### src/memsys_pkg.sv
`default_nettype none

package memsys_pkg;

    typedef logic [31:0] word_t;
    typedef logic [31:0] addr_t;                 // byte address, bits 31:2 index words
    typedef logic [31:0] mask_t;                 // set bit = store replaces this bit

    // command between arbiter, access controller and RAM
    typedef struct packed {
        logic  write;
        addr_t addr;
        word_t wdata;
        mask_t wmask;
    } mem_cmd_t;

    // data side request from the core
    typedef struct packed {
        logic  write;
        addr_t addr;
        word_t wdata;
        mask_t wmask;
    } data_req_t;

    typedef enum logic [1:0] {
        wait_cmd,                                // idle, both ready levels high
        wait_ready,                              // command held until memory ready
        wait_read                                // read issued, waiting for the word
    } arb_state_t;

    // old bits where mask is 0, new bits where mask is 1
    function automatic word_t merge_word(word_t old_word, word_t new_word, mask_t mask);
        return (old_word & ~mask) | (new_word & mask);
    endfunction

endpackage

`default_nettype wire

### src/mem_access_ctrl.sv
`timescale 1ns/1ps
`default_nettype none

module mem_access_ctrl #(
    parameter int READ_LATENCY = 2
) (
    input  wire                       clk,
    input  wire                       rst_n,
    input  wire                       cmd_start,
    input  wire memsys_pkg::mem_cmd_t cmd,
    output logic                      cmd_ready,
    output memsys_pkg::word_t         rsp_data,
    output logic                      rsp_valid,
    output logic                      ram_start,
    output memsys_pkg::mem_cmd_t      ram_cmd,
    input  wire                       ram_ready,
    input  wire memsys_pkg::word_t    ram_rdata,
    input  wire                       ram_rvalid
);
    import memsys_pkg::*;

    typedef enum logic [1:0] {
        ac_idle,
        ac_rmw_read,                             // internal read of the old word
        ac_rmw_write                             // merged word goes back
    } ac_state_t;

    ac_state_t state;
    addr_t     held_addr;
    word_t     held_wdata;                       // store data, then the merged word
    mask_t     held_wmask;
    logic      partial;
    logic      take_rmw;

    assign partial   = cmd.write && (cmd.wmask != '1);
    assign cmd_ready = (state == ac_idle) && ram_ready;
    assign take_rmw  = cmd_start && cmd_ready && partial;

    assign rsp_data  = ram_rdata;
    assign rsp_valid = ram_rvalid && (state == ac_idle);  // internal read stays hidden

    always_comb begin
        ram_start = 1'b0;
        ram_cmd   = cmd;
        case (state)
            ac_idle: begin
                ram_start     = cmd_start && cmd_ready;
                ram_cmd.write = cmd.write && !partial;  // partial store reads first
            end
            ac_rmw_write: begin
                ram_start = ram_ready;
                ram_cmd   = '{write: 1'b1, addr: held_addr, wdata: held_wdata, wmask: '1};
            end
            default: begin
            end
        endcase
    end

    always_ff @(posedge clk or negedge rst_n) begin
        if (!rst_n) begin
            state <= ac_idle;
        end else begin
            case (state)
                ac_idle: begin
                    if (take_rmw) begin
                        state <= ac_rmw_read;
                    end
                end
                ac_rmw_read: begin
                    if (ram_rvalid) begin
                        state <= ac_rmw_write;
                    end
                end
                ac_rmw_write: begin
                    if (ram_ready) begin
                        state <= ac_idle;
                    end
                end
                default: state <= ac_idle;
            endcase
        end
    end

    always_ff @(posedge clk) begin
        if (take_rmw) begin
            held_addr  <= cmd.addr;
            held_wdata <= cmd.wdata;
            held_wmask <= cmd.wmask;
        end else if ((state == ac_rmw_read) && ram_rvalid) begin
            held_wdata <= merge_word(ram_rdata, held_wdata, held_wmask);
        end
    end

    a_start_when_ready: assert property (@(posedge clk) disable iff (!rst_n)
        cmd_start |-> cmd_ready);

    // the old word must come back exactly READ_LATENCY cycles after the take
    a_rmw_read_latency: assert property (@(posedge clk) disable iff (!rst_n)
        take_rmw |=> ##(READ_LATENCY - 1) ram_rvalid);

endmodule

`default_nettype wire

### config.mk
export PLATFORM = sky130hd
export DESIGN_NAME = mem_access_ctrl
export DESIGN_NICKNAME = d
export VERILOG_FILES = /design/src/memsys_pkg.sv /design/src/mem_access_ctrl.sv
export SDC_FILE = /design/constraint.sdc
export NUM_CORES = 1
export LEC_CHECK = 0
export BUFFER_PORTS_ARGS = -buffer_cell sky130_fd_sc_hd__buf_2
export CORE_ASPECT_RATIO = 1.2
export CORE_UTILIZATION = 41
export DETAILED_ROUTE_END_ITERATION = 10
export GPL_ROUTABILITY_DRIVEN = 0
export PLACE_DENSITY_LB_ADDON = 0.12
export SYNTH_ARGS = -nofsm -noshare
export SYNTH_HDL_FRONTEND = slang
export SYNTH_SLANG_ARGS = --single-unit
### constraint.sdc
create_clock -name clk -period 2.6 [get_ports clk]
set_input_delay 0.52 -clock clk [delete_from_list [all_inputs] [get_ports clk]]
set_output_delay 0.52 -clock clk [all_outputs]
set_load 0.005 [all_outputs]
== Word-level counts from Yosys, hierarchy flattened ==
Index checks and enable logic that the tools add are counted.
Cells by class
  equal/unequal tests: 6
  multiplexer cells: 9
  bitwise logic cells: 4
  reduce and logical (&&, ||, !) cells: 11
Operator list (number)
  two-way mux 96 bit: 1
  bitwise AND 32 bit: 2
  two-way mux 32 bit: 2
  != test 32 bit, second input constant: 1
  inverter 32 bit: 1
  bitwise OR 32 bit: 1
  logical AND 1 bit: 7
  two-way mux 2 bit: 3
  != test 2 bit, second input constant: 3
  one-hot mux 2 bit (3 select lines): 1
  one-hot mux 1 bit (2 select lines): 2
  AND reduction 3 bit: 1
  equality test 2 x 1 -> 1 bit, second input constant: 1
  equality test 2 bit, second input constant: 1
  logical NOT 2 bit: 1
  nonzero test 2 bit: 1
  logical NOT 1 bit: 1
Storage, ports and cells
  bits in registers: 98
  input port bits: 134
  output and inout bits: 132
  logic and storage cells: 34

== Logic depth before layout (Yosys ltp) ==
  depth after elaboration: 6
  mapped depth: 7
  mapped depth without buffers: 4

== Worst setup path before layout ==
OpenSTA, ideal clock, no wires.
  kind: input to register
  start point: in ram_ready
  end point: reg held_addr[0], enable pin
  library setup time: 418 ps
  data arrival time: 2532 ps
  required time: 2182 ps
  setup slack: -350 ps
  stages on the path: 6
  buffers on the path: 2
  cell sequence: nor3b_2 > nand3_1 > a21o_1 > buf_6 > buf_2 > inv_1
On the way
  word-level cells in the longest chain between the ends: 3
Ends and longest elaborated chain
  from (decl): RTL line mem_access_ctrl.sv:16  | input wire ram_ready,
  logical AND 1 bit: RTL line mem_access_ctrl.sv:36  | assign cmd_ready = (state == ac_idle) && ram_ready;
  logical AND 1 bit (2 in series): RTL line mem_access_ctrl.sv:37  | assign take_rmw = cmd_start && cmd_ready && partial;
  net take_rmw: RTL line mem_access_ctrl.sv:33  | logic take_rmw;
  to (signal assigned): RTL line mem_access_ctrl.sv:86  | held_addr <= cmd.addr;
  to (decl): RTL line mem_access_ctrl.sv:29  | addr_t held_addr;
The timed path passes the listed nets, and every way through them passes these cells.
A chain may end at the register's enable or synchronous reset.

==> results by group <==
Floorplanning
  – Core ar.: 12,200 um2
  – I/O pins: 266
  – Die X-Extent: about 100 um
  – Die Y: ~120 um
  – Rows: 44
  – Starting Density: 0.422
  – Die area: ~13,000 um2

Routing
  – Vias: between 4,000 and 5,000
  – Final ANT Viol Nets: 0
  – Drt pass-1 iters: 4
  – Vias per inst: roughly 4.7
  – Average wire per standard cell: roughly 14 um
  – Drt total wl: between 10,000 and 15,000 um
  – DR DRC count: 0
  – Starting DRC count in detailed routing: roughly 180

Timing
  – Final hold violations: 0
  – Final setup fails: 0
  – Max-slew violations: 0
  – Period utilisation layout: 0.889
  – Fmax: 0.433 GHz
  – Slew @ Worst Pin: roughly 0.46 ns
  – Setup_tns: 0 ns
  – RSZ-0062 raised after global routing: no
  – Minimum clock period: roughly 2.3 ns
  – Worst rel slew slack: 0.690
  – Worst Skew: about 0.0064 ns
  – Final setup margin: between 0.2 and 0.3 ns

Worst hold path
  – HP Start: cmd[88]
  – Worst Hold Class: input pin to flop

Synth
  – Syn_area_per_cell: approximately 10 um2
  – Compound-Gate Fraction of Synth Area: 0.0365
  – Synth Area in XOR/XNOR: 0
  – Adder-Cell Fraction of Synth Area: 0
  – Number of distinct library cells after synthesis: 24
  – Simple-gate share of the synthesized area: 0.243
  – Synthesized cell area: around 5000 um2
  – #FFs+latches synth: 98
  – Cells after synthesis: just over 500
  – Main combinational cell family by area after synthesis: simple AND/OR/NAND/NOR gates
  – Net Count, Synth: about 640
  – Sequential element share of the synthesized area: 0.571
  – Mux cell area share after synthesis: 0.0731
  – Ys Warns: 0

Critical path
  – Crit path launch: state[1]
  – Critical Path Source Type: flop
  – Worst-path fanout max: 43
  – Crit end category: primary output
  – Setup CP Type: flop to primary output
  – CP Data Arrival Time: 1.79 ns
  – Reg2reg start: state[0]
  – CP required: roughly 2.1 ns

Power and ir drop
  – Worst VDD drop: roughly 360 uV
  – PwrDens: between 500 and 600 nW/um2
  – Total power: between 3 and 4 mW
  – P_leak: 3.16 nW

Placed design
  – Place WS: 0.206 ns
  – Port buffer count: approximately 270
  – Post-DP HPWL: ~9500 um

Finish
  – Area grow syn2layout: 30.6%
  – Util after Layout: 0.552
  – Antenna diode count: 0
  – # nets final: 865
  – Layout cells sized above 1: 0.442

Clock network
  – CTS buffer count: 9
  – Root Buffer: clkbuf_16
  – Clk_lat worst skew: ~0.33 ns
  – H-tree depth: 3
  – CTS sink cnt: 98
  – Reg clk slew, reported paths: ~0.060 ns
  – CTS tree: done
  – Clock buffer depth: 2
  – PostCTS Resize Cnt: 0

Global routing
  – Global-route met3 utilization: 0.0361
  – Global route overflow: 0
  – Grt met1 use: 0.235
  – First-pass GRT wire length: 20,100 um
  – Met2 GRT Util: 0.349
  – GRT busiest layer: met2
  – Initial antenna violation count: 0
  – Total global-route track usage: 0.198
  – Largest net degree at the start of global routing: about 100
  – Vias in the first global route: approximately 4,000

Job
  – Max-cap violations: 0

Outcome
  – Status: finished, final reports clean
==> synthesized netlist by cell type <==
| master | count | area share |
|---|---|---|
| o21ai_0 | 33 | 0.032 |
| o21ai_1 | 2 | 0.0019 |
| buf_1 | 3 | 0.0022 |
| a21o_1 | 1 | 0.0015 |
| a21oi_1 | 1 | 0.00097 |
| nor2_1 | 1 | 0.00073 |
| nand2b_1 | 34 | 0.041 |
| mux2_4 | 4 | 0.012 |
| nor3b_1 | 2 | 0.0029 |
| mux2_2 | 28 | 0.061 |
| buf_2 | 4 | 0.0039 |
| dfrtp_1 | 2 | 0.0097 |
| nor2b_1 | 33 | 0.040 |
| edfxtp_1 | 96 | 0.56 |
| nand3b_1 | 1 | 0.0015 |
| nand4_1 | 8 | 0.0097 |
| nand3_1 | 1 | 0.00097 |
| clkbuf_1 | 15 | 0.011 |
| nor4_1 | 2 | 0.0024 |
| buf_6 | 4 | 0.0088 |
| nor3b_2 | 1 | 0.0024 |
| inv_1 | 2 | 0.0015 |
| nand2_1 | 192 | 0.14 |
| buf_4 | 34 | 0.050 |
==> power by group <==
group	total, mW	switching [mW]	internal [mW]
Combinational	0.763	0.400	0.363
Sequential	1.84	0.0268	1.82
Clock	1.26	0.526	0.739
Total	3.87	0.953	2.92
==> cells in the final DEF, fill, tap and decap left out, drive strengths merged, types with 2 or more instances in the layout <==
master and count:
nand2b 34, clkinv 3, mux2 32, nor3b 3, nand2 192, buf 275, edfxtp 96, o21ai 35
nand4 8, dfrtp 2, nor2b 33, clkbuf 12, nor4 2
==> worst max-delay path: stages (launching register included) <==
cell	delay, ns
dfrtp_1	0.50
nor2b_4	0.21
buf_4	0.41
nand2_1	0.10
nand2_1	0.10
buf_2	0.12
==> routing by layer <==
metal / vias up / wire length [um]
li1: 2109 / -
met1: 1972 / 5210
met2: 162 / 6550
met3: 17 / 663
met4: 0 / 247
met5: - / 0
==> logic make-up (layout without fill, tap and decap cells) <==
logic type / Yosys count / count (layout)
AO/OA/AOI/OAI: 37 / 37
buffers and inverters: 62 / 294
flip-flops: 98 / 98
multiplexers: 32 / 32
AND/OR/NAND/NOR: 275 / 275
==> layout make-up <==
class                           instances  area (um2)
Clock buffer                           12         236
Clock inverter                          4        42.5
Fill cell                            1164        5460
Inverter                                2        11.3
Multi-Input combinational cell        344        1840
Sequential cell                        98        2930
Tap cell                              161         201
Timing Repair Buffer                  276        1450
==> path summary, 6_finish.rpt <==
path | to | slack (ns) | cells after the start
setup reg to reg | held_wmask[24] | 0.61 | 6
hold / removal | held_addr[24] | 0.37 | 1
min in group asynchronous | state[0] | 0.52 | 2
setup / recovery | ram_cmd[38] | 0.29 | 5
hold reg to reg | flop | 0.60 | 1
max in group asynchronous | state[1] | 1.99 | 2
==> repair_timing <==
action                                 4_1_cts  5_1_grt
endpoints found under the hold margin        2        0
setup endpoints to repair                    0        0
hold buffers                                 1        0
buffers inserted                             0        0
==> through the flow <==
stage | cells | area [um2] | hold WS (ns)
floorplan | 504 | 5160 | 0.224
global route | 897 | 6710 | 0.360
detailed placement | 880 | 6420 | 0.309
global placement | 880 | 6420 | 0.306
finish | 897 | 6710 | 0.372
CTS | 897 | 6710 | 0.357
Note: power is estimated with default switching activity, not from simulation.
